### src/verilog/cache_pkg.sv
package cache_pkg;

  // sizes
  localparam int ADDR_W      = 32;
  localparam int WORD_W      = 32;
  localparam int LINE_W      = 128;
  localparam int NUM_SETS    = 16;
  localparam int NUM_WAYS    = 2;
  localparam int WAY_W       = $clog2(NUM_WAYS);

  // address split into tag, index, word offset and byte
  localparam int OFF_W       = 2;
  localparam int IDX_W       = 4;
  localparam int TAG_W       = 24;
  localparam int OFF_LSB     = 2;
  localparam int IDX_LSB     = OFF_LSB + OFF_W;
  localparam int TAG_LSB     = IDX_LSB + IDX_W;
  localparam int LINE_ADDR_W = TAG_W + IDX_W;

  // backing memory
  localparam int MEM_LINES   = 256;
  localparam int MEM_IDX_W   = $clog2(MEM_LINES);
  localparam int MEM_LATENCY = 4;
  localparam int LAT_W       = $clog2(MEM_LATENCY + 1);

  typedef logic [WAY_W-1:0]  way_t;
  typedef logic [IDX_W-1:0]  idx_t;
  typedef logic [TAG_W-1:0]  tag_t;
  typedef logic [LINE_W-1:0] line_t;

  typedef struct packed {
    logic  valid;
    logic  dirty;
    tag_t  tag;
    line_t data;
  } way_line_t;

  // wishbone classic cpu side
  typedef struct packed {
    logic              cyc;
    logic              stb;
    logic              we;
    logic [ADDR_W-1:0] adr;
    logic [WORD_W-1:0] dat;
  } cpu_req_t;

  typedef struct packed {
    logic              ack;
    logic              hit;
    logic [WORD_W-1:0] dat;
  } cpu_rsp_t;

  // memory side moves one full line per transfer
  typedef struct packed {
    logic                   cyc;
    logic                   stb;
    logic                   we;
    logic [LINE_ADDR_W-1:0] adr;
    line_t                  dat;
  } mem_req_t;

  typedef struct packed {
    logic  ack;
    line_t dat;
  } mem_rsp_t;

  typedef enum logic [1:0] {
    st_idle,
    st_compare_tag,
    st_write_back,
    st_allocate
  } ctrl_state_t;

endpackage

### src/verilog/cache_way.sv
`timescale 1ns/10ps

module cache_way (
  input  logic                  clk,
  input  logic                  reset,
  input  cache_pkg::idx_t       idx,
  input  cache_pkg::tag_t       tag,
  input  logic                  we,
  input  cache_pkg::way_line_t  wr_line,
  output cache_pkg::way_line_t  rd_line,
  output logic                  hit
);

  import cache_pkg::*;

  logic  valid_bits [NUM_SETS];
  logic  dirty_bits [NUM_SETS];
  tag_t  tag_mem    [NUM_SETS];
  line_t data_mem   [NUM_SETS];

  // status bits cleared on reset
  always_ff @(posedge clk) begin
    if (reset) begin
      for (int s = 0; s < NUM_SETS; s++) begin
        valid_bits[s] <= 1'b0;
        dirty_bits[s] <= 1'b0;
      end
    end else if (we) begin
      valid_bits[idx] <= wr_line.valid;
      dirty_bits[idx] <= wr_line.dirty;
    end
  end

  // tag and line storage
  always_ff @(posedge clk) begin
    if (we) begin
      tag_mem[idx]  <= wr_line.tag;
      data_mem[idx] <= wr_line.data;
    end
  end

  // combinational read of the addressed set
  assign rd_line.valid = valid_bits[idx];
  assign rd_line.dirty = dirty_bits[idx];
  assign rd_line.tag   = tag_mem[idx];
  assign rd_line.data  = data_mem[idx];

  assign hit = valid_bits[idx] && (tag_mem[idx] == tag);

endmodule

### config.mk
export PLATFORM = sky130hd
export DESIGN_NAME = cache_way
export DESIGN_NICKNAME = d
export VERILOG_FILES = /design/src/verilog/cache_pkg.sv /design/src/verilog/cache_way.sv
export SDC_FILE = /design/constraint.sdc
export NUM_CORES = 2
export LEC_CHECK = 0
export ABC_CLOCK_PERIOD_IN_PS = 10500
export BUFFER_PORTS_ARGS = -buffer_cell sky130_fd_sc_hd__clkbuf_2
export CAP_MARGIN = 20
export CORE_AREA = 2 2 396 398
export DETAILED_ROUTE_END_ITERATION = 7
export DIE_AREA = 0 0 398 400
export HOLD_SLACK_MARGIN = 0.02
export PLACE_DENSITY = 0.78
export SKIP_CTS_REPAIR_TIMING = 1
export SYNTH_ARGS = -nofsm -noshare
export SYNTH_HDL_FRONTEND = slang
export SYNTH_SLANG_ARGS = --single-unit
export TNS_END_PERCENT = 30
### constraint.sdc
create_clock -name clk -period 10.5 [get_ports clk]
set_input_delay 0.525 -clock clk [delete_from_list [all_inputs] [get_ports clk]]
set_output_delay 0.525 -clock clk [all_outputs]
set_load 0.02 [all_outputs]
# [After elaboration in Yosys (flattened, before gate mapping)]
# Memory sizes are Yosys's and may differ from the RTL's.
# Cells that the tools add are included.
[totals] reg_bits=0 latchBits=0 ram_bits=2464 romBits=0 input_bits=185 out_inout_bits=155 elab_cells=20 n_memories=4
[memory_table] name="data_mem" words=16 width=128 rd=1 rd_ports_with_merged_regs=0 write_ports=1 line_no="cache_way.sv:19" rtl="line_t data_mem [NUM_SETS];"
[memory_table] name="tag_mem" words=16 width=24 rd=1 rd_ports_with_merged_regs=0 write_ports=1 line_no="cache_way.sv:18" rtl="tag_t tag_mem [NUM_SETS];"
[memory_table] name="dirty_bits" words=16 width=1 rd=1 rd_ports_with_merged_regs=0 write_ports=16 line_no="cache_way.sv:17" rtl="logic dirty_bits [NUM_SETS];"
[memory_table] name="valid_bits" words=16 width=1 rd=1 rd_ports_with_merged_regs=0 write_ports=16 line_no="cache_way.sv:16" rtl="logic valid_bits [NUM_SETS];"
[op_classes] add_sub_neg=0 multipliers=0 div_mod_pow=0 order_cmp=0 n_eq_ne=1 n_shift=0 mux=12 n_bitwise=0 reduce_logical=3
[ops] op="24-bit == test" n=1
[ops] op="1-bit two-way mux" n=10
[ops] op="4-bit two-way mux" n=2
[ops] op="1-bit OR reduction" n=2
[ops] op="1-bit logical AND" n=1

# [Longest topological paths before layout]
[logic_depth] ltp_word=5 ltp_mapped=12 depth_no_buf=7

# [Worst setup path before layout]
# No wires, ideal clock.
[synth_timing] kind="input -> register" start="input port idx[3]" end="memory dirty_bits[10] (enable)" setup_time_ns=0.327 arrival_time_ns=8.886 required_ns=10.173 setup_slack_ns=1.286 path_stages=7 n_path_buf=3 path_cell_list="buf_2 buf_2 buf_1 nor2b_1 nand2_1 nor2_1 or2_2"
[synth_lines] element="start, declared" line_no="cache_way.sv:6" rtl="input cache_pkg::idx_t idx,"
[synth_lines] element="end, declared" line_no="cache_way.sv:17"

==> results by group <==
Floorplan
  • Chip width: between 300 and 400 µm
  • Die area: between 150,000 and 200,000 µm²
  • I/O Pins: 340
  • Starting Density: 60.4%
  • Core footprint: 155,000 µm²
  • Rows: 145
  • Die Y: approximately 400 µm

GRT
  • GR Overflow Total: 0
  • Pin count of the biggest net entering global routing: between 100 and 150
  • Initial antenna violation count: 35
  • Vias in the first global route: 44,800
  • First-pass GRT wire length: 314,000 µm
  • Total track usage: 27.7%

Synth
  • Synthesized area: approximately 94,000 µm²
  • Post-synthesis sequential area ratio: 78.9%
  • Synth Warn #: 0
  • Netlist cell types: 53
  • Synth top area share: slightly below 80%
  • Number of synthesized flops with an enable pin: 2,464
  • Largest area contributor in the netlist: edfxtp_1
  • Asr flop ratio synth: 0%
  • Syn Inst Count: 3,766
  • Synth Register Bits: 2,464
  • Synth top area cells: edfxtp_1 79%, mux4_2 18%, mux2i_1 0.64%, clkbuf_1 0.42%, buf_2 0.36%
  • Mean post-synth cell area: 24.9 µm²
  • Post-synthesis net count: 3,951
  • Most used DFF post-synth: edfxtp_1

Min path
  • Worst Hold Class: input pin to flip-flop

Timing
  • Worst-Margin Slew: around 1.1 ns
  • Sum of negative setup slack: 0 ns
  • Setup violations, final: 0
  • Hold_ws: 0.0626 ns
  • Fin crit period: 5.61 ns
  • Period utilisation layout: 53.4%
  • Final setup margin: 4.89 ns
  • Slew headroom: a little under a quarter
  • Unrepaired setup endpoints after global routing: false
  • Max Freq: 0.178 GHz
  • Number of hold violations in the final report: 0
  • Max-slew violation count: 0

Place
  • Placed cell areas: 98,100 µm²
  • DP Wirelength: around 110,000 µm
  • Routability Congestion: 0.818
  • Post-Place Worst Slack: 4.79 ns
  • IO buf count: roughly 340

Final layout
  • Commonest non-fill, non-tap cell in the layout: edfxtp_1
  • Nets: 4,406
  • Most frequent cells in the layout: 2,464 x edfxtp_1, 729 x mux4_2, 335 x clkbuf_2
  • Final instance area: 105,000 µm²
  • Share of layout cells above drive strength 1: approximately a third
  • Layout overhead on the synthesized area: 12.5%

Clock network
  • Total clock sinks: 2,464
  • Worst-path clk slew: 0.07 ns
  • Clk root buf: clkbuf_16
  • CTS tree: yes
  • H-tree depth: 4
  • Clk buf depth: 3
  • Total CTS buffers: about 230

Drt
  • Final WL: 217,000 µm
  • Antenna viol nets, final: 0
  • Routed vias/inst: 6.68
  • 1st-pass router iterations: 5
  • Via Count: between 40,000 and 50,000
  • First DRT Iteration DRCs: 4,994
  • Average wire per standard cell: 33.4 µm
  • DRC errors left: 0

Critical path
  • CP Data Arrival Time: 5.09 ns
  • Worst Path Required: 9.98 ns
  • WS Path Type: input pin to output pin
  • Crit path max fanout: 97
  • Critical path endpoint category: output pin
  • Setup crit start kind: input pin

Run
  • Max Cap Violations: 0

Pwr
  • VDD IR max: about 0.17 mV
  • Pwr/cell area: 193 nW/µm²
  • Cell leakage power: 33.4 nW

Outcome
  • Status: finished, final reports clean
## layout make-up
| type | count | area, µm² |
|---|---|---|
| Clock buffer | 268 | 5860 |
| Multi-Input combinational cell | 1097 | 19000 |
| Clock inverter | 143 | 1460 |
| Antenna cell | 22 | 55.1 |
| Inverter | 16 | 75.1 |
| Tap cell | 2058 | 2570 |
| Fill cell | 9145 | 49600 |
| Timing Repair Buffer | 415 | 2460 |
| Sequential cell | 2464 | 74000 |
## report_power, final
group / total (mW) / internal (mW) / switching (mW)
clock network: 8.09 / 4.57 / 3.52
logic: 1.20 / 0.474 / 0.722
registers: 11.1 / 11.0 / 0.0545
total: 20.4 / 16.1 / 4.29
## critical path, stage by stage
cell      delay [ns]
buf_8           0.65
buf_12          0.56
buf_12          0.64
buf_4           0.85
mux4_2          0.61
mux4_2          0.53
clkbuf_2        0.18
## synth_stat cells (13+ instances only)
cell type / number
inv_1: 14
nand2_1: 55
clkbuf_1: 105
mux4_2: 729
buf_2: 68
xnor2_1: 15
edfxtp_1: 2464
nor2_1: 57
mux2_2: 15
a22oi_1: 19
or2_2: 16
mux2i_1: 60
o21ai_0: 13
## logic make-up (layout without fill, tap and decap cells)
group                  Yosys count  in the layout  share of synthesized area [%]
AO/OA/AOI/OAI                   91             91                          0.707
other                            0             22                              0
buffers and inverters          205            842                          0.939
XOR/XNOR                        21             21                          0.196
flip-flops                    2464           2464                           78.9
AND/OR/NAND/NOR                181            181                          0.909
multiplexers                   804            804                           18.3
## per-stage QoR
stage          utilization [%]  std cells  power, mW
4_1_cts                   68.0       6461       20.5
3_5_place_dp              63.2       6050       12.5
6_report                  68.0       6483       20.4
2_1_floorplan                -       3766       12.0
3_3_place_gp              63.2       6049       12.4
5_1_grt                   68.0       6473       20.9
## state kept, by name, indices dropped and copies added, names as in the netlist
name        flops
data_mem     2048
tag_mem       384
dirty_bits     16
valid_bits     16
## routing by layer
metal | track usage (%) | vias to the layer above | part of all wire (%)
met5 | 0 | - | 0.11
met3 | 5.74 | 422 | 9.6
met1 | 38.0 | 23100 | 37
met2 | 45.6 | 2487 | 51
met4 | 8.54 | 34 | 2.7
li1 | - | 17300 | -
## path summary, 6_finish.rpt
check | from | to | slack (ns) | cells after the start
setup / recovery | idx[0] | rd_line[47] | 4.89 | 7
hold / removal | wr_line[56] | data_mem[12][56]$_DFFE_PP_ | 0.06 | 1
(Power assumes the default switching activity.)
