$ cat config.mk
export PLATFORM = sky130hd
export DESIGN_NAME = cache_ctrl
export DESIGN_NICKNAME = d
export VERILOG_FILES = /design/src/verilog/cache_pkg.sv /design/src/verilog/cache_ctrl.sv
export SDC_FILE = /design/constraint.sdc
export NUM_CORES = 1
export LEC_CHECK = 0
export ABC_AREA = 1
export BUFFER_PORTS_ARGS = -buffer_cell sky130_fd_sc_hd__buf_2
export CAP_MARGIN = 30
export CORE_AREA = 2 2 340 342
export CTS_CLUSTER_SIZE = 16
export DETAILED_ROUTE_END_ITERATION = 10
export DIE_AREA = 0 0 342 344
export GPL_TIMING_DRIVEN = 0
export PLACE_DENSITY = 0.36
export RECOVER_POWER = 50
export SLEW_MARGIN = 20
export SYNTH_ARGS = -nofsm -noshare
export SYNTH_HDL_FRONTEND = slang
export SYNTH_SLANG_ARGS = --single-unit
$ cat constraint.sdc
create_clock -name clk -period 2.3 [get_ports clk]
set_input_delay 0.23 -clock clk [delete_from_list [all_inputs] [get_ports clk]]
set_output_delay 0.23 -clock clk [all_outputs]
set_load 0.02 [all_outputs]
$ cat src/verilog/cache_pkg.sv
package cache_pkg;

  // sizes
  localparam int ADDR_W      = 32;
  localparam int WORD_W      = 32;
  localparam int LINE_W      = 128;
  localparam int NUM_SETS    = 16;
  localparam int NUM_WAYS    = 2;
  localparam int WAY_W       = $clog2(NUM_WAYS);

  // address split into tag, index, word offset and byte
  localparam int OFF_W       = 2;
  localparam int IDX_W       = 4;
  localparam int TAG_W       = 24;
  localparam int OFF_LSB     = 2;
  localparam int IDX_LSB     = OFF_LSB + OFF_W;
  localparam int TAG_LSB     = IDX_LSB + IDX_W;
  localparam int LINE_ADDR_W = TAG_W + IDX_W;

  // backing memory
  localparam int MEM_LINES   = 256;
  localparam int MEM_IDX_W   = $clog2(MEM_LINES);
  localparam int MEM_LATENCY = 4;
  localparam int LAT_W       = $clog2(MEM_LATENCY + 1);

  typedef logic [WAY_W-1:0]  way_t;
  typedef logic [IDX_W-1:0]  idx_t;
  typedef logic [TAG_W-1:0]  tag_t;
  typedef logic [LINE_W-1:0] line_t;

  typedef struct packed {
    logic  valid;
    logic  dirty;
    tag_t  tag;
    line_t data;
  } way_line_t;

  // wishbone classic cpu side
  typedef struct packed {
    logic              cyc;
    logic              stb;
    logic              we;
    logic [ADDR_W-1:0] adr;
    logic [WORD_W-1:0] dat;
  } cpu_req_t;

  typedef struct packed {
    logic              ack;
    logic              hit;
    logic [WORD_W-1:0] dat;
  } cpu_rsp_t;

  // memory side moves one full line per transfer
  typedef struct packed {
    logic                   cyc;
    logic                   stb;
    logic                   we;
    logic [LINE_ADDR_W-1:0] adr;
    line_t                  dat;
  } mem_req_t;

  typedef struct packed {
    logic  ack;
    line_t dat;
  } mem_rsp_t;

  typedef enum logic [1:0] {
    st_idle,
    st_compare_tag,
    st_write_back,
    st_allocate
  } ctrl_state_t;

endpackage

$ cat src/verilog/cache_ctrl.sv
`timescale 1ns/10ps

module cache_ctrl (
  input  logic                          clk,
  input  logic                          reset,
  input  cache_pkg::cpu_req_t           cpu_req,
  output cache_pkg::cpu_rsp_t           cpu_rsp,
  output cache_pkg::mem_req_t           mem_req,
  input  cache_pkg::mem_rsp_t           mem_rsp,
  output cache_pkg::idx_t               idx,
  output cache_pkg::tag_t               tag,
  output logic [cache_pkg::NUM_WAYS-1:0] way_we,
  output cache_pkg::way_line_t          wr_line,
  input  logic                          hit,
  input  cache_pkg::way_t               hit_way,
  input  cache_pkg::way_line_t          hit_line,
  input  cache_pkg::way_t               victim_way,
  input  cache_pkg::way_line_t          victim_line,
  output logic                          fill
);

  import cache_pkg::*;

  ctrl_state_t       state;
  ctrl_state_t       next_state;
  logic [OFF_W-1:0]  off;
  logic              accept;
  logic              missed;
  logic              ack_q;
  logic              hit_q;
  logic [WORD_W-1:0] dat_q;

  // the master holds the request until ack, so no address latch
  assign idx = cpu_req.adr[IDX_LSB +: IDX_W];
  assign tag = cpu_req.adr[TAG_LSB +: TAG_W];
  assign off = cpu_req.adr[OFF_LSB +: OFF_W];

  // strobe still held in the ack cycle is not a new request
  assign accept = cpu_req.cyc && cpu_req.stb && !ack_q;

  always_comb begin
    next_state = state;
    way_we     = '0;
    wr_line    = hit_line;
    fill       = 1'b0;
    mem_req    = '0;
    case (state)
      st_idle: begin
        if (accept) begin
          next_state = st_compare_tag;
        end
      end
      st_compare_tag: begin
        if (hit) begin
          next_state = st_idle;
          if (cpu_req.we) begin
            // merge the cpu word into the hit line
            way_we[hit_way]                     = 1'b1;
            wr_line.dirty                       = 1'b1;
            wr_line.data[off*WORD_W +: WORD_W] = cpu_req.dat;
          end
        end else if (victim_line.valid && victim_line.dirty) begin
          next_state = st_write_back;
        end else begin
          next_state = st_allocate;
        end
      end
      st_write_back: begin
        mem_req.cyc = 1'b1;
        mem_req.stb = 1'b1;
        mem_req.we  = 1'b1;
        mem_req.adr = {victim_line.tag, idx};
        mem_req.dat = victim_line.data;
        if (mem_rsp.ack) begin
          next_state = st_allocate;
        end
      end
      st_allocate: begin
        mem_req.cyc = 1'b1;
        mem_req.stb = 1'b1;
        mem_req.adr = {tag, idx};
        if (mem_rsp.ack) begin
          // install as valid and clean, then compare again
          way_we[victim_way] = 1'b1;
          wr_line.valid      = 1'b1;
          wr_line.dirty      = 1'b0;
          wr_line.tag        = tag;
          wr_line.data       = mem_rsp.dat;
          fill               = 1'b1;
          next_state         = st_compare_tag;
        end
      end
      default: begin
        next_state = st_idle;
      end
    endcase
  end

  always_ff @(posedge clk) begin
    if (reset) begin
      state  <= st_idle;
      ack_q  <= 1'b0;
      missed <= 1'b0;
    end else begin
      state <= next_state;
      ack_q <= (state == st_compare_tag) && hit;
      if (state == st_idle && accept) begin
        missed <= 1'b0;
      end else if (state == st_compare_tag && !hit) begin
        missed <= 1'b1;
      end
    end
  end

  // response word and first-compare result
  always_ff @(posedge clk) begin
    if (state == st_compare_tag && hit) begin
      hit_q <= !missed;
      dat_q <= hit_line.data[off*WORD_W +: WORD_W];
    end
  end

  assign cpu_rsp = {ack_q, hit_q, dat_q};

endmodule

### Yosys cells after proc, flatten, opt, wreduce, memory -nomap -nowiden

Index checks and enable logic that the tools add are counted.

* add/subtract/negate cells: 1
* $lt $le $gt $ge: 4
* multiplexer cells: 30
* reduce and logical (&&, ||, !) cells: 15
* equality and inequality tests: 6
* shifts and indexed selects: 3

Operator list (count)
* $mux 128: 3
* $pmux 128 s2: 1
* $mux 154: 1
* $bwmux 128: 1
* $shift 32x34->128 const A: 1
* $shiftx 128x8->32: 1
* $shiftx 32x34->128: 1
* $pmux 28 s2: 1
* $neg 7->34: 1
* $mux 24: 1
* $mux 2: 8
* $mux 1: 9
* $logic_and 1x1->1: 8
* $pmux 2 s4: 1
* $ne 2x2->1 const B: 3
* $eq 2x2->1 const B: 2
* $lt 1x2->1 const B: 2
* $pmux 2 s2: 1
* $reduce_or 2->1: 2
* $logic_not 1->1: 3
* $reduce_and 3->1: 1
* $demux 1 s1: 2
* $eq 2x1->1 const B: 1
* $ge 1x1->1 const B: 2
* other kinds (2): 2

* input bits: 509
* output and inout bits: 378
* register bits after elaboration: 37

### Logic depth before layout (Yosys ltp)

* depth after elaboration: 7
* gate-level depth with buffers: 11
* depth with buffers taken out: 9

### Worst setup path before layout

OpenSTA, ideal clock, no wires.

* kind: register to output
* start point: register state[1]
* end point: output wr_line[32] (netlist name)
* stages on the path, launching flop included: 11
* setup slack: 0.182 ns
* arrival time: 1.888 ns
* buffers on the path: 2
* required time: 2.070 ns
* cells stage by stage: dfxtp_1 > inv_1 > ha_1 > buf_4 > nand2_2 > inv_2 > nand2_1 > nor2_2 > buf_2 > a21boi_0 > nand2_1

RTL lines
* start, declared: line cache_ctrl.sv:24 `ctrl_state_t state;`
* start signal, assigned: line cache_ctrl.sv:101 `state <= st_idle;`
* start signal, assigned: line cache_ctrl.sv:105 `state <= next_state;`
* end, declared: line cache_ctrl.sv:13 `output cache_pkg::way_line_t wr_line,`

==> insert_results.sql <==
INSERT INTO impl_metrics (metric_group, metric, value, unit) VALUES
('power', 'comb_power_share', '88.7', '%'),
('global_route', 'maximum_number_of_pins_on_one_net_before_global_route_repair', '19', ''),
('critical_path', 'start_kind', 'register', ''),
('power', 'power.density', '949', 'nW/um^2'),
('critical_path', 'crit_path_cell_chain', 'inv_4, ha_4, buf_8, nor2_4, a21oi_4, buf_12, nand3_4, buf_12, buf_16, nand2_2, nand2_2, buf_6', ''),
('timing', 'finalCritPeriodShare', '103', '%'),
('critical_path', 'worst_stage_delay_on_the_critical_path', '0.38', 'ns'),
('layout', 'fillerInstances', '13500', ''),
('timing', 'timing_max_transition_violations_final', '0', ''),
('floorplan', 'ios', '887', ''),
('route', 'drc', '0', ''),
('timing', 'worst_slack', '-0.0715', 'ns'),
('power', 'power_switching', '10100', 'uW'),
('timing', 'grt_setup_unrepaired', 'yes', ''),
('route', 'antenna_left', '0', ''),
('synthesis', 'postSynthCellCount', '1395', ''),
('clock_network', 'cts.root.buffer_cell', 'clkbuf_16', ''),
('power', 'seqPwrFrac', '5.5', '%'),
('layout', 'post_route_cells_drive_above_1_share', '58.9', '%'),
('floorplan', 'die_boundary_width', '342', 'um'),
('route', 'routed_vias', '14200', ''),
('run_status', 'run_status', 'finished with violations', ''),
('power', 'p_int', '7030', 'uW'),
('worst_hold_path', 'min_path_type', 'input port to register', ''),
('placed_design', 'port-buffer-count', '883', ''),
('layout', 'mostFrequentLayoutCell', 'buf_2', ''),
('layout', 'seq_area', '1080', 'um^2'),
('layout', 'mostFrequentLayoutCells', '727 x buf_2, 401 x nand2_1, 166 x inv_1, 143 x buf_6, 119 x nor2_1', ''),
('synthesis', 'flip_flop_and_latch_count_after_synthesis', '37', ''),
('placed_design', 'placed_cells', '3796', ''),
('timing', 'layout_min_cycle_time', '2.37', 'ns'),
('power', 'maximum_ir_drop_on_the_vdd_rail', '0.371', 'mV'),
('run_status', 'failed_checks', 'setup timing', ''),
('floorplan', 'floorplan.die.height', '344', 'um'),
('floorplan', 'start_util', '6.14', '%'),
('global_route', 'grt_pass1_vias', '13600', ''),
('power', 'pwr-share-clk', '5.8', '%'),
('route', 'vias_per_cell', '3.67', ''),
('route', 'wl_per_cell', '31.8', 'um'),
('clock_network', 'cts_max_level', '2', ''),
('timing', 'finalSetupViolCount', '49', ''),
('synthesis', 'mappedNetlistArea', '6990', 'um^2'),
('route', 'totalWireLength', '123000', 'um'),
('clock_network', 'cts-hold-fix-buffers', '0', ''),
('clock_network', 'cts_tree', 'built', ''),
('timing', 'final_hold_viol_count', '0', ''),
('timing', 'worst_slew_margin_rel', '33.4', '%'),
('critical_path', 'worstSetupPathType', 'register to primary output', ''),
('synthesis', 'syn_area_per_cell', '5.01', 'um^2'),
('critical_path', 'cp_num_buf_inv', '6', ''),
('critical_path', 'timing.critical_path.fanout_max', '5', ''),
('clock_network', 'numCtsBuffers', '5', ''),
('floorplan', 'core_area', '114000', 'um^2'),
('critical_path', 'crit_family', 'buffers and inverters', ''),
('global_route', 'grt_overflow_total', '0', ''),
('critical_path', 'cp_slowest_cell', 'dfxtp_4', ''),
('flow_run', 'timing.max_cap.violations', '0', ''),
('synthesis', 'synthesis.nets', '1913', ''),
('floorplan', 'design.die.area', '118000', 'um^2'),
('power', 'total_leakage_power', '0.00996', 'uW'),
('route', 'first_iter_violations', '1181', ''),
('critical_path', 'endpoint_arrival_time_on_the_critical_path', '2.14', 'ns'),
('synthesis', 'ys.warnings.count', '0', ''),
('route', 'drt_first_pass_iters', '5', ''),
('placed_design', 'detailed_place_hpwl', '102000', 'um'),
('timing', 'clock.fmax', '422', 'MHz'),
('synthesis', 'seq_area_frac_synth', '15.3', '%'),
('layout', 'nets', '2871', ''),
('global_route', 'antenna_found_initial', '30', ''),
('clock_network', 'cts_sinks', '37', ''),
('critical_path', 'crit_required', '2.07', 'ns');
[per-stage QoR]
| step | power, uW | hold WS [ns] | cell area, um^2 | setup TNS (ns) | util [%] |
|---|---|---|---|---|---|
| after floorplan | 5650 | 0.302 | 6990 | 0 | - |
| after global placement | 11100 | 0.408 | 13300 | -311.54 | 11.7 |
| after detailed placement | 11100 | 0.416 | 13400 | -267.38 | 11.8 |
| after CTS | 15100 | 0.0365 | 16000 | -9.04 | 14.1 |
| after global routing | 17800 | 0.0516 | 18100 | -6.72 | 15.9 |
| final | 17100 | 0.0661 | 18100 | -1.26 | 15.9 |
[cell type report]
type	count	share of cell area (%)
multi-input cells	1058	36.0
repair buffers	952	34.6
well taps	1512	10.5
plain buffers	125	7.90
flip-flops and latches	37	5.97
inverters	173	3.90
clock buffers	5	0.692
clock inverters	3	0.256
diodes	8	0.111
repair inverters	1	0.0485
[final timing paths]
check	startpoint	end	slack [ns]	depth (start not counted)
hold / removal	reset	ack_q	0.07	2
setup / recovery	state[1]	wr_line[60]	-0.07	12
setup reg to reg	state[1]	state[0]	0.58	9
hold reg to reg	missed	missed	0.46	2
[sequential cells by signal, indices dropped and copies added, names as in the netlist]
register / flops
hit_q: 1
missed: 1
dat_q: 32
ack_q: 1
state: 2
[synthesized netlist by cell type]
master	number	area (um^2)
nand2_1	590	2210
inv_1	170	638
nand3_1	136	681
nor2_1	136	510
o21ai_0	113	566
buf_2	58	290
clkbuf_1	36	135
buf_4	33	248
edfxtp_1	33	991
o22ai_1	33	206
a21boi_0	19	143
a21boi_1	14	105
ha_1	9	113
dfxtp_1	4	80.1
inv_2	3	11.3
a21oi_1	1	5.00
a21oi_2	1	8.76
a22oi_1	1	7.51
nand2_2	1	6.26
nor2_2	1	6.26
nor3_1	1	5.00
nor3_2	1	10.0
or2_2	1	6.26
[cell families (layout without fill, tap and decap cells)]
family / Yosys count / in the layout / synth area share [%]
AO/OA/AOI/OAI: 182 / 182 / 14.9
adder cells (fa/ha/maj): 9 / 9 / 1.61
buffers and inverters: 300 / 1259 / 18.9
flip-flops: 37 / 37 / 15.3
other: 0 / 8 / 0
AND/OR/NAND/NOR: 867 / 867 / 49.2
[metal layers]
| metal | vias up | track usage (%) | share of wire, % |
|---|---|---|---|
| met5 | - | 0 | 0.063 |
| met4 | 12 | 3.79 | 2.1 |
| met3 | 143 | 5.35 | 8.3 |
| met2 | 835 | 27.8 | 40 |
| met1 | 6950 | 29.0 | 49 |
| li1 | 6259 | - | - |
[power by group through the flow]
stage | logic, uW | clock network [uW] | registers [uW]
2_1_floorplan | 4610 | 0 | 1040
3_3_place_gp | 10200 | 0 | 968
3_5_place_dp | 10100 | 0 | 965
4_1_cts | 13100 | 1020 | 949
5_1_grt | 15800 | 1030 | 960
6_report | 15200 | 986 | 951
[what timing repair did]
item,CTS,global route
setup buffers,32,18
pin swaps,50,32
cloned,12,8
setup endpoints to repair,314,200
resized for setup,539,500
(Power assumes the default switching activity.)
