**config.mk**
```make
export PLATFORM = sky130hd
export DESIGN_NAME = way_select
export DESIGN_NICKNAME = d
export VERILOG_FILES = /design/src/verilog/cache_pkg.sv /design/src/verilog/way_select.sv
export SDC_FILE = /design/constraint.sdc
export NUM_CORES = 1
export LEC_CHECK = 0
export BUFFER_PORTS_ARGS = -buffer_cell sky130_fd_sc_hd__buf_2
export CORE_AREA = 8 8 239 241
export CTS_CLUSTER_DIAMETER = 120
export DETAILED_ROUTE_END_ITERATION = 10
export DIE_AREA = 0 0 247 249
export HOLD_SLACK_MARGIN = 0.15
export MAX_ROUTING_LAYER = met4
export SLEW_MARGIN = 40
export SYNTH_ARGS = -nofsm -noshare
export SYNTH_HDL_FRONTEND = slang
export SYNTH_SLANG_ARGS = --single-unit
```
**constraint.sdc**
```tcl
create_clock -name clk -period 2.4 [get_ports clk]
set_input_delay 0.36 -clock clk [delete_from_list [all_inputs] [get_ports clk]]
set_output_delay 0.36 -clock clk [all_outputs]
set_load 0.05 [all_outputs]
```
**src/verilog/cache_pkg.sv**
```systemverilog
package cache_pkg;

  // sizes
  localparam int ADDR_W      = 32;
  localparam int WORD_W      = 32;
  localparam int LINE_W      = 128;
  localparam int NUM_SETS    = 16;
  localparam int NUM_WAYS    = 2;
  localparam int WAY_W       = $clog2(NUM_WAYS);

  // address split into tag, index, word offset and byte
  localparam int OFF_W       = 2;
  localparam int IDX_W       = 4;
  localparam int TAG_W       = 24;
  localparam int OFF_LSB     = 2;
  localparam int IDX_LSB     = OFF_LSB + OFF_W;
  localparam int TAG_LSB     = IDX_LSB + IDX_W;
  localparam int LINE_ADDR_W = TAG_W + IDX_W;

  // backing memory
  localparam int MEM_LINES   = 256;
  localparam int MEM_IDX_W   = $clog2(MEM_LINES);
  localparam int MEM_LATENCY = 4;
  localparam int LAT_W       = $clog2(MEM_LATENCY + 1);

  typedef logic [WAY_W-1:0]  way_t;
  typedef logic [IDX_W-1:0]  idx_t;
  typedef logic [TAG_W-1:0]  tag_t;
  typedef logic [LINE_W-1:0] line_t;

  typedef struct packed {
    logic  valid;
    logic  dirty;
    tag_t  tag;
    line_t data;
  } way_line_t;

  // wishbone classic cpu side
  typedef struct packed {
    logic              cyc;
    logic              stb;
    logic              we;
    logic [ADDR_W-1:0] adr;
    logic [WORD_W-1:0] dat;
  } cpu_req_t;

  typedef struct packed {
    logic              ack;
    logic              hit;
    logic [WORD_W-1:0] dat;
  } cpu_rsp_t;

  // memory side moves one full line per transfer
  typedef struct packed {
    logic                   cyc;
    logic                   stb;
    logic                   we;
    logic [LINE_ADDR_W-1:0] adr;
    line_t                  dat;
  } mem_req_t;

  typedef struct packed {
    logic  ack;
    line_t dat;
  } mem_rsp_t;

  typedef enum logic [1:0] {
    st_idle,
    st_compare_tag,
    st_write_back,
    st_allocate
  } ctrl_state_t;

endpackage

```
**src/verilog/way_select.sv**
```systemverilog
`timescale 1ns/10ps

module way_select (
  input  logic                                            clk,
  input  logic                                            reset,
  input  cache_pkg::idx_t                                 idx,
  input  logic [cache_pkg::NUM_WAYS-1:0]                  way_hit,
  input  cache_pkg::way_line_t [cache_pkg::NUM_WAYS-1:0]  way_lines,
  input  logic                                            fill,
  output logic                                            hit,
  output cache_pkg::way_t                                 hit_way,
  output cache_pkg::way_line_t                            hit_line,
  output cache_pkg::way_t                                 victim_way,
  output cache_pkg::way_line_t                            victim_line
);

  import cache_pkg::*;

  // round-robin victim pointer per set
  way_t rr_ptr [NUM_SETS];

  // at most one way hits, so a plain scan is enough
  always_comb begin
    hit     = 1'b0;
    hit_way = '0;
    for (int w = 0; w < NUM_WAYS; w++) begin
      if (way_hit[w]) begin
        hit     = 1'b1;
        hit_way = way_t'(w);
      end
    end
    hit_line = way_lines[hit_way];
  end

  // lowest invalid way wins over the pointer
  always_comb begin
    victim_way = rr_ptr[idx];
    for (int w = NUM_WAYS - 1; w >= 0; w--) begin
      if (!way_lines[w].valid) begin
        victim_way = way_t'(w);
      end
    end
    victim_line = way_lines[victim_way];
  end

  // step only when the fill went into the pointed way
  always_ff @(posedge clk) begin
    if (reset) begin
      for (int s = 0; s < NUM_SETS; s++) begin
        rr_ptr[s] <= '0;
      end
    end else if (fill && (victim_way == rr_ptr[idx])) begin
      if (rr_ptr[idx] == way_t'(NUM_WAYS - 1)) begin
        rr_ptr[idx] <= '0;
      end else begin
        rr_ptr[idx] <= rr_ptr[idx] + 1'b1;
      end
    end
  end

endmodule

```
Word-level counts from Yosys, hierarchy flattened:

Memories as Yosys holds them, arrays and structs flattened.
Index checks and enable logic that the tools add are counted.

* register bits: 0
* bits in latches: 0
* memory bits (writable): 16
* ROM bits: 0
* output and inout bits: 311
* word-level logic and storage cells: 31
* memories: 1

Memory list
* rr_ptr: depth 16, width 1, read ports 1, clocked after Yosys merged registers in 0, write ports 16, line way_select.sv:20 `way_t rr_ptr [NUM_SETS];`

* $add $sub $neg: 1
* multipliers: 0
* divide/modulo/power cells: 0
* order comparisons: 2
* eq/ne operators: 1
* shift operators: 0
* mux-type cells: 23
* bitwise logic cells: 1
* reduce and logical (&&, ||, !) cells: 2

Operators with widths (count)
* 2-to-1 mux 154 bit: 4
* 2-to-1 mux 1 bit: 18
* < comparator 1 x 2 -> 1 bit, second input constant: 2
* 2-to-1 mux 4 bit: 1
* adder 1 bit, second input constant: 1
* equality test 1 bit: 1
* logical AND 1 bit: 1
* bitwise OR 1 bit: 1
* OR reduction 1 bit: 1

Logic depth before layout (Yosys ltp):

Gate-level depths: netlist (run 1).
An unclocked memory read counts as a cell.

* depth in word-level cells: 11
* gate-level depth with buffers: 10
* gate-level depth less buffers: 5

Least setup slack after synthesis (run 1):

OpenSTA, ideal clock, no wires.

* path kind: in2out
* from: input idx[1]
* to: output victim_line[138] (netlist bit)
* arrival time: 2354 ps
* data required time: 2040 ps
* setup slack: -314 ps
* cell stages on the path: 10
* path buffers: 5
* cell sequence: buf_2 buf_4 nand2_1 a2bb2oi_1 a21oi_1 a311oi_1 buf_2 buf_6 buf_6 mux2_1

RTL lines
* start, declared: line way_select.sv:6 `input cache_pkg::idx_t idx,`
* end, declared: line way_select.sv:14 `output cache_pkg::way_line_t victim_line`

==> impl_metrics.toml, run 1 <==
[setup_path]
cp.required_ns = 2.04
setup.worst_path.class = "reg2out"
reg2reg_to = "rr_ptr[4]"
r2r_start = "rr_ptr[4]"
ff2ff_path_depth = 9
regToRegSetupSlack_ns = -0.16
end_kind = "output port"
startpoint_type = "flip-flop"
crit_fanout = 9
arrival_ns = 2.39

[cells_and_area]
largest_reg_flops = 16
fin_cells = 1806
seqCellArea_um2 = 480.5
drive_above_1_share_pct = 92.56
fillers = 5935
multiInputGateArea_um2 = 4245
area_growth_pct = 119.1
nNetsFinal = 1406
largest_register = "rr_ptr"
top_regs = "rr_ptr x16"
post-route-cell-area_um2 = 10280

[min_path]
min_to = "rr_ptr[2]"
min_path_type = "in2reg"
hold_path_startpoint = "fill"
holdPathStages = 2

[logic_synthesis]
synth-edff-count = 16
ys_async_sr_fraction_pct = 0
yosys_warnings = 0
syn_area_per_cell_um2 = 10.54
synth_fp_nets = 762
syn_inst = 445
synthDistinctLibCells = 33
ys_seq_area_share_pct = 10.24
syn_area_um2 = 4691
postSynth.topFlopCell = "edfxtp_1"
synth-seq-cells = 16

[drt]
ant_nets = 0
routed_wirelength_um = 41580
dr.pass1.iters = 4
drtIter0Drc = 388
vias = 6681
avgRoutedWirePerCell_um = 23.02
avgViaCountPerCell = 3.699
drcViolationCount = 0

[job]
drv_cap = 0

[floorplan]
chipHeight_um = 249
dieArea_um2 = 61500
start_util_pct = 8.804
chipWidth_um = 247
coreArea_um2 = 53280
pin_count = 628
row_count = 85

[power_and_ir_drop]
ir_drop_v = 0.0002046
power_density_nw_per_um2 = 442.2
p_int_uw = 1946
switchingPower_uw = 2599
p_seq_share_pct = 7.1
leakagePower_uw = 0.004902
pwr-share-comb_pct = 85.7
switching_share_pct = 57.19
p_clk_share_pct = 7.2

[timing]
rsz0062_at_grt = "true"
tightest_slew_ns = 0.5010
fin_hold_ws_ns = 0.5001
fin_crit_sh_pct = 114.4
maxClockFrequency_mhz = 364.1
setup_violations = 156
fin_crit_ns = 2.747
maxSlewViolCount = 0
finClkSkew_ns = 0.001676
slew_headroom_pct = 66.53
fin_ws_ns = -0.3468
finalHoldViolations = 0

[cts]
cts_inserted_buffers = 3
holdBufCountCts = 0
numClockSinks = 16
htreeDepth = 1
cts_buffer_depth = 2
insertion_delay_ns = 0.25
cts_tree = "built"
clkSlewWorstSetupHoldPaths_ns = 0.05
cts_root_buf = "clkbuf_16"

[placement]
dp_cells = 1770
dpl_worst_slack_ns = -0.3808
io_buffers = 627
place_area_um2 = 9131
dpl.hpwl_um = 37850
gp_congestion = 0.9515

[global_route]
grt_pass1_wl_um = 54600
antenna_found_initial = 40
grt_usage_pct = 12.65
overflow = 0
grt_pass1_vias = 7288
grt_max_degree = 34

[status]
violations = "setup timing"
outcome = "finished, violations left"
[power by group through the flow]
| stage | Combinational [µW] | Sequential (µW) | Clock [µW] |
|---|---|---|---|
| global placement | 3510 | 328 | 0 |
| finish | 3900 | 323 | 326 |
| detailed placement | 3520 | 329 | 0 |
| global route | 4050 | 323 | 339 |
| floorplan | 2520 | 326 | 0 |
| CTS | 3870 | 323 | 328 |
[metal layers]
layer  share of wire (%)  GRT usage [%]  wire length (µm)  up-vias
met2                  50          21.75             20670      470
met1                  39          13.83             16100     3135
met5                   0              -                 0        -
li1                    -              -                 -     3027
met3                  10          4.074              4222       49
met4                 1.4          3.567               578        0
[cells in the final DEF, fill, tap and decap left out, types with 3 or more instances in the layout]
master,n
mux2_2,247
inv_1,3
edfxtp_1,16
buf_12,9
nand2b_1,4
buf_8,4
mux2_4,61
buf_6,118
mux2i_1,4
buf_2,485
a31o_2,4
nor2b_1,4
o31ai_1,4
buf_16,3
clkbuf_16,3
nand2_1,10
diode_2,22
buf_4,60
a41o_1,3
nor2_1,20
[worst max-delay path by stage]
stage	start	endpoint	slack [ns]	cells after the start
6_report	rr_ptr[4]	victim_line[23]	-0.35	8
5_1_grt	rr_ptr[12]	victim_line[22]	-0.41	8
4_1_cts	rr_ptr[12]	victim_line[22]	-0.37	7
3_5_place_dp	idx[1]	victim_line[6]	-0.38	8
3_3_place_gp	idx[1]	victim_line[31]	-0.35	8
2_1_floorplan	idx[1]	victim_line[138]	-0.06	8
[critical path, stage by stage, from the launching register on]
cell and delay [ns]:
edfxtp_1 0.39, mux4_2 0.50, mux2i_4 0.20, a311oi_4 0.14, buf_6 0.19, buf_12 0.14, buf_16 0.13, mux2_2 0.28
buf_6 0.16
[Yosys cell counts, types with 2 or more instances]
library cell  number  share of area [%]
a31o_2             4               0.75
a41o_1             3               0.64
and2_1             2               0.27
buf_2             13                1.4
buf_4              2               0.32
buf_6              7                1.7
clkbuf_1          19                1.5
edfxtp_1          16                 10
inv_1              3               0.24
mux2_1           153                 37
mux2_2           155                 37
mux2i_1            4               0.85
mux4_2             2               0.96
nand2_1           10               0.80
nand2b_1           4               0.53
nand3_1            2               0.21
nor2_1            20                1.6
nor2b_1            4               0.53
nor3_1             2               0.21
o21ai_1            3               0.32
o31ai_1            5               0.80
[area by class of cell]
| type | count | share of cell area [%] |
|---|---|---|
| antenna | 22 | 0.5356 |
| clock buffer | 3 | 0.7304 |
| clock inverter | 1 | 0.03652 |
| inverter | 3 | 0.1096 |
| multi-input combinational | 385 | 41.30 |
| sequential | 16 | 4.674 |
| tap | 696 | 8.472 |
| timing repair buffer | 680 | 44.14 |
[cell families after synthesis]
| logic type | after synthesis | share of synthesized area, % |
|---|---|---|
| AND/OR/NAND/NOR | 49 | 4.961 |
| flip-flops | 16 | 10.24 |
| AO/OA/AOI/OAI | 21 | 3.414 |
| multiplexers | 315 | 76.23 |
| buffers and inverters | 44 | 5.148 |
[repair_timing]
item,in CTS,in global routing
setup endpoints to repair,154,157
resized for setup,248,38
gates cloned,3,0
pin swaps,1,3
buffers inserted,4,3
[per-stage QoR]
stage	total power, µW	setup TNS, ns	utilization, %
floorplan	2850	-2.728	-
global placement	3842	-46.12	17.14
detailed placement	3852	-50.47	17.14
CTS	4526	-45.62	18.95
global route	4710	-52.23	19.26
finish	4545	-42.48	19.29
Power figures use the tool's default switching activity.
==> run 2: changes to the inputs <==
--- a/config.mk
+++ b/config.mk
@@ -12,6 +12,7 @@
 export DIE_AREA = 0 0 247 249
 export HOLD_SLACK_MARGIN = 0.15
 export MAX_ROUTING_LAYER = met4
+export SETUP_SLACK_MARGIN = 0.05
 export SLEW_MARGIN = 40
 export SYNTH_ARGS = -nofsm -noshare
 export SYNTH_HDL_FRONTEND = slang
==> run 2 against run 1 <==
  * The run still ends with setup timing left
  * Largest cell class unchanged
  * Total power grew 1.1%
  * Via count shrank 2.3%
  * Clock power hardly changed
  * Highest routed layer unchanged
==> impl_metrics.toml, run 2 (synthesis results as in run 1) <==
[timing]
maxClockFrequency_mhz = 360.6
fin_crit_ns = 2.773
finalHoldViolations = 0
setup_violations = 155
fin_crit_sh_pct = 115.6
tightest_slew_ns = 0.4880
slew_headroom_pct = 67.40
finClkSkew_ns = 0.001767
fin_ws_ns = -0.3733
fin_hold_ws_ns = 0.4904
rsz0062_at_grt = "true"
maxSlewViolCount = 0

[setup_path]
regToRegSetupSlack_ns = -0.03
cp.required_ns = 2.04
cpPeakStageDelay_ns = 0.52
critPathMostFrequentCell = "buf_12"
setup.worst_path.class = "reg2out"
end_kind = "output port"
critPathSlowestCell = "mux4_2"
crit_chain = "mux4_2 -> mux2i_4 -> a311oi_4 -> buf_12 -> buf_12 -> mux2_4 -> buf_6"
arrival_ns = 2.41
reg2reg_to = "rr_ptr[4]"
ff2ff_path_depth = 7
startpoint_type = "flip-flop"
crit_fanout = 23
r2r_start = "rr_ptr[15]"

[floorplan]
row_count = 85
start_util_pct = 8.804
dieArea_um2 = 61500
pin_count = 628
chipWidth_um = 247
coreArea_um2 = 53280
chipHeight_um = 249

[global_route]
grt_pass1_wl_um = 52130
grt_usage_pct = 11.96
grt_max_degree = 52
antenna_found_initial = 51
overflow = 0
grt_pass1_vias = 7038

[cells_and_area]
top_regs = "rr_ptr x16"
fillers = 5910
mostFrequentLayoutCells = "buf_2, mux2_2, buf_6"
nNetsFinal = 1402
largest_register = "rr_ptr"
drive_above_1_share_pct = 92.16
largest_reg_flops = 16
post-route-cell-area_um2 = 10460
layout_commonest_cell = "buf_2"
area_growth_pct = 123.0

[drt]
vias = 6526
wl_met2_um = 18580
ant_nets = 0
met3_length_um = 5550
avgRoutedWirePerCell_um = 21.87
drtIter0Drc = 192
drt-met1-wl_um = 14820
drcViolationCount = 0
dr.pass1.iters = 4
routed_wirelength_um = 39730
top_layer = "met4"
avgViaCountPerCell = 3.592

[cts]
cts_inserted_buffers = 3
numClockSinks = 16
insertion_delay_ns = 0.25
cts_buffer_depth = 2
holdBufCountCts = 0
cts_tree = "built"
clkSlewWorstSetupHoldPaths_ns = 0.05
cts_root_buf = "clkbuf_16"
htreeDepth = 1

[min_path]
holdPathStages = 2
min_path_type = "in2reg"
min_to = "rr_ptr[2]"
hold_path_startpoint = "fill"

[placement]
place_area_um2 = 9393
io_buffers = 627
dpl.hpwl_um = 36210
gp_congestion = 0.8480

[power_and_ir_drop]
switchingPower_uw = 2606
power_density_nw_per_um2 = 439.1
switching_share_pct = 56.73
fin_total_pwr_uw = 4594
leakagePower_uw = 0.005111
p_clk_share_pct = 7.2
ir_drop_v = 0.0001736
pwr-share-comb_pct = 85.8
p_int_uw = 1988
p_seq_share_pct = 7.0

[job]
drv_cap = 0

[status]
violations = "setup timing"
outcome = "finished, violations left"
## run 2: changes by cell type in the layout (fill, tap and decap cells not counted), moves of 15 or more
cell / delta
mux2_2: -62
mux2_4: +62
buf_6: +23
buf_4: -20
diode_2: +15
## run 2: worst max-delay path by stage
stage	from	end
after global placement	idx[1]	victim_line[27]
after detailed placement	idx[1]	victim_line[27]
after global routing	rr_ptr[10]	victim_line[27]
final	rr_ptr[15]	victim_line[104]
after floorplan	idx[1]	victim_line[138]
after CTS	idx[1]	victim_line[27]
## run 2: layout make-up
cell class,instances,area (µm²),share of cell area (%)
Antenna cell,37,92.59,0.8850
Clock buffer,3,75.07,0.7175
Multi-Input combinational cell,385,4463,42.66
Timing Repair Buffer,676,4466,42.68
Inverter,3,11.26,0.1076
Tap cell,696,870.8,8.323
Clock inverter,1,3.754,0.03588
Sequential cell,16,480.5,4.592
## run 2: what timing repair did
action                     CTS  global route
setup endpoints to repair  155           156
pin swaps                    1             0
gates resized for setup    223            68
setup buffers                1             0
## run 2: per-stage QoR
step	TNS, ns	std cells	setup WS (ns)	utilization (%)
3_3_place_gp	-46.11	1775	-0.3771	17.63
3_5_place_dp	-52.19	1775	-0.4233	17.63
4_1_cts	-48.75	1780	-0.3641	19.06
5_1_grt	-52.39	1809	-0.4312	19.60
2_1_floorplan	-4.122	445	-0.05783	-
6_report	-45.42	1817	-0.3733	19.64
## run 2: worst max-delay path, delay by kind of cell, from the launching register on
| kind | cells | cell delay, ns |
|---|---|---|
| flops | 1 | 0.38 |
| buf+inv | 3 | 0.54 |
| compound gates | 1 | 0.15 |
| mux | 3 | 1.05 |
## run 2: routing by layer
layer / up-vias / GRT usage (%)
li1: 3052 / -
met1: 3047 / 12.72
met2: 398 / 19.89
met3: 29 / 6.003
met4: 0 / 2.373
met5: - / -
## run 2: power by group through the flow
stage | logic [µW] | registers, µW | clock network, µW
2_1_floorplan | 2610 | 326 | 0
3_3_place_gp | 3610 | 328 | 0
3_5_place_dp | 3620 | 329 | 0
4_1_cts | 3890 | 323 | 335
5_1_grt | 4090 | 324 | 343
6_report | 3940 | 323 | 329
==> run 3: changes to the inputs <==
--- a/config.mk
+++ b/config.mk
@@ -12,6 +12,7 @@
 export DIE_AREA = 0 0 247 249
 export HOLD_SLACK_MARGIN = 0.15
 export MAX_ROUTING_LAYER = met4
+export REMOVE_ABC_BUFFERS = 1
 export SETUP_SLACK_MARGIN = 0.05
 export SLEW_MARGIN = 40
 export SYNTH_ARGS = -nofsm -noshare
==> run 3 against run 2 <==
  * The flow still finishes with violations (setup timing)
  * Clock skew shrank 0.0012 ns
  * Combinational power shrank 8.9%
  * Routed wire length grew 12%
  * Utilization shrank 1.5 points
  * Cell count shrank 0.39%
  * Clock power shrank 3%
  * Highest routed layer unchanged
==> impl_metrics.toml, run 3 (synthesis results as in run 1) <==
[cells_and_area]
nNetsFinal = 1397
layout_commonest_cell = "buf_2"
area_growth_pct = 106.2
largest_register = "rr_ptr"
largest_reg_flops = 16
mostFrequentLayoutCells = "buf_2, mux2_2, mux2_1"
fin_cells = 1810
top_regs = "rr_ptr x16"
drive_above_1_share_pct = 79.31

[floorplan]
chipHeight_um = 249
coreArea_um2 = 53280
dieArea_um2 = 61500
pin_count = 628
row_count = 85
chipWidth_um = 247
start_util_pct = 8.804

[global_route]
antenna_found_initial = 74
grt_max_degree = 53
grt_pass1_wl_um = 57620
grt_usage_pct = 13.73
overflow = 0
grt_pass1_vias = 7033

[setup_path]
end_kind = "output port"
r2r_start = "rr_ptr[5]"
crit_fanout = 27
crit_start = "rr_ptr[5]"
setup.worst_path.class = "reg2out"
arrival_ns = 2.45
cp.required_ns = 2.04
startpoint_type = "flip-flop"

[placement]
dp_cells = 1771
gp_congestion = 0.8933
io_buffers = 627
dpl.hpwl_um = 40790

[timing]
fin_hold_ws_ns = 0.5290
tightest_slew_ns = 0.5383
maxClockFrequency_mhz = 355.9
fin_crit_ns = 2.810
maxSlewViolCount = 0
setup_violations = 154
slew_headroom_pct = 64.03
fin_crit_sh_pct = 117.1
finClkSkew_ns = 0.0005888
rsz0062_at_grt = "true"
finalHoldViolations = 0
fin_ws_ns = -0.4096

[cts]
clkSlewWorstSetupHoldPaths_ns = 0.05
insertion_delay_ns = 0.25
htreeDepth = 1
numClockSinks = 16
cts_tree = "built"
cts_root_buf = "clkbuf_16"
cts_buffer_depth = 2
cts_inserted_buffers = 3

[power_and_ir_drop]
switching_share_pct = 59.53
switchingPower_uw = 2518
p_seq_share_pct = 7.6
leakagePower_uw = 0.004556
ir_drop_v = 0.0003198
pwr-share-comb_pct = 84.8
fin_total_pwr_uw = 4229
p_int_uw = 1712
power_density_nw_per_um2 = 437.2
p_clk_share_pct = 7.5

[job]
drv_cap = 0

[min_path]
hold_path_startpoint = "fill"
min_path_type = "in2reg"

[drt]
avgRoutedWirePerCell_um = 24.56
dr.pass1.iters = 5
ant_nets = 0
drtIter0Drc = 242
avgViaCountPerCell = 3.701
vias = 6699
routed_wirelength_um = 44460
drcViolationCount = 0

[status]
violations = "setup timing"
outcome = "finished, violations left"
## run 3: changes by cell type in the layout (fill, tap and decap cells not counted), sizes merged
cell | before | now
buf | 676 | 669
clkbuf | 3 | 5
clkinv | 1 | 0
diode | 37 | 36
## run 3: what timing repair did
| action | CTS | global route |
|---|---|---|
| hold buffers | 0 | 0 |
| setup endpoints to repair | 154 | 154 |
| setup buffers | 0 | 0 |
| gates resized for setup | 213 | 2 |
| endpoints found under the hold margin | 0 | 0 |
## run 3: final cells by class
class	count	area [µm²]
Antenna cell	36	90.09
Clock buffer	3	75.07
Fill cell	6015	43610
Inverter	3	11.26
Multi-Input combinational cell	385	4034
Sequential cell	16	480.5
Tap cell	696	870.8
Timing Repair Buffer	671	4113
## run 3: final timing paths
kind / to / slack, ns / cells past startpoint
hold / removal: rr_ptr[2] / 0.53 / 2
hold reg to reg: rr_ptr[3] / 1.05 / 5
setup reg to reg: rr_ptr[6] / 0.17 / 6
setup / recovery: victim_line[37] / -0.41 / 7
## run 3: critical path, stage by stage (launching register included)
cell	delay (ns)
edfxtp_1	0.39
mux4_2	0.49
mux2i_4	0.22
a311oi_4	0.13
buf_12	0.21
buf_4	0.19
mux2_1	0.35
buf_6	0.17
## run 3: through the flow
step                      worst slack, ns  utilization [%]  setup TNS (ns)  area, µm²
final                             -0.4096            18.16          -55.48       9674
after global routing              -0.4795            18.13          -65.74       9659
after CTS                         -0.4195            17.98          -58.15       9579
after detailed placement          -0.4597            16.70          -60.27       8899
after global placement            -0.4670            16.70          -58.07       8899
after floorplan                    -13.76                -        -2117.61       4461
## run 3: power groups by stage
stage | registers, µW | clock network (µW) | logic [µW]
3_5_place_dp | 328 | 0 | 3350
3_3_place_gp | 328 | 0 | 3340
5_1_grt | 323 | 335 | 3730
4_1_cts | 323 | 325 | 3600
6_report | 323 | 319 | 3590
2_1_floorplan | 326 | 0 | 2350
## run 3: layer usage
| metal | global-route usage (%) | up-vias | share of wire [%] |
|---|---|---|---|
| met3 | 7.547 | 78 | 10 |
| met5 | - | - | 0 |
| met2 | 22.59 | 490 | 45 |
| li1 | - | 3023 | - |
| met4 | 2.137 | 0 | 2.6 |
| met1 | 14.62 | 3108 | 42 |
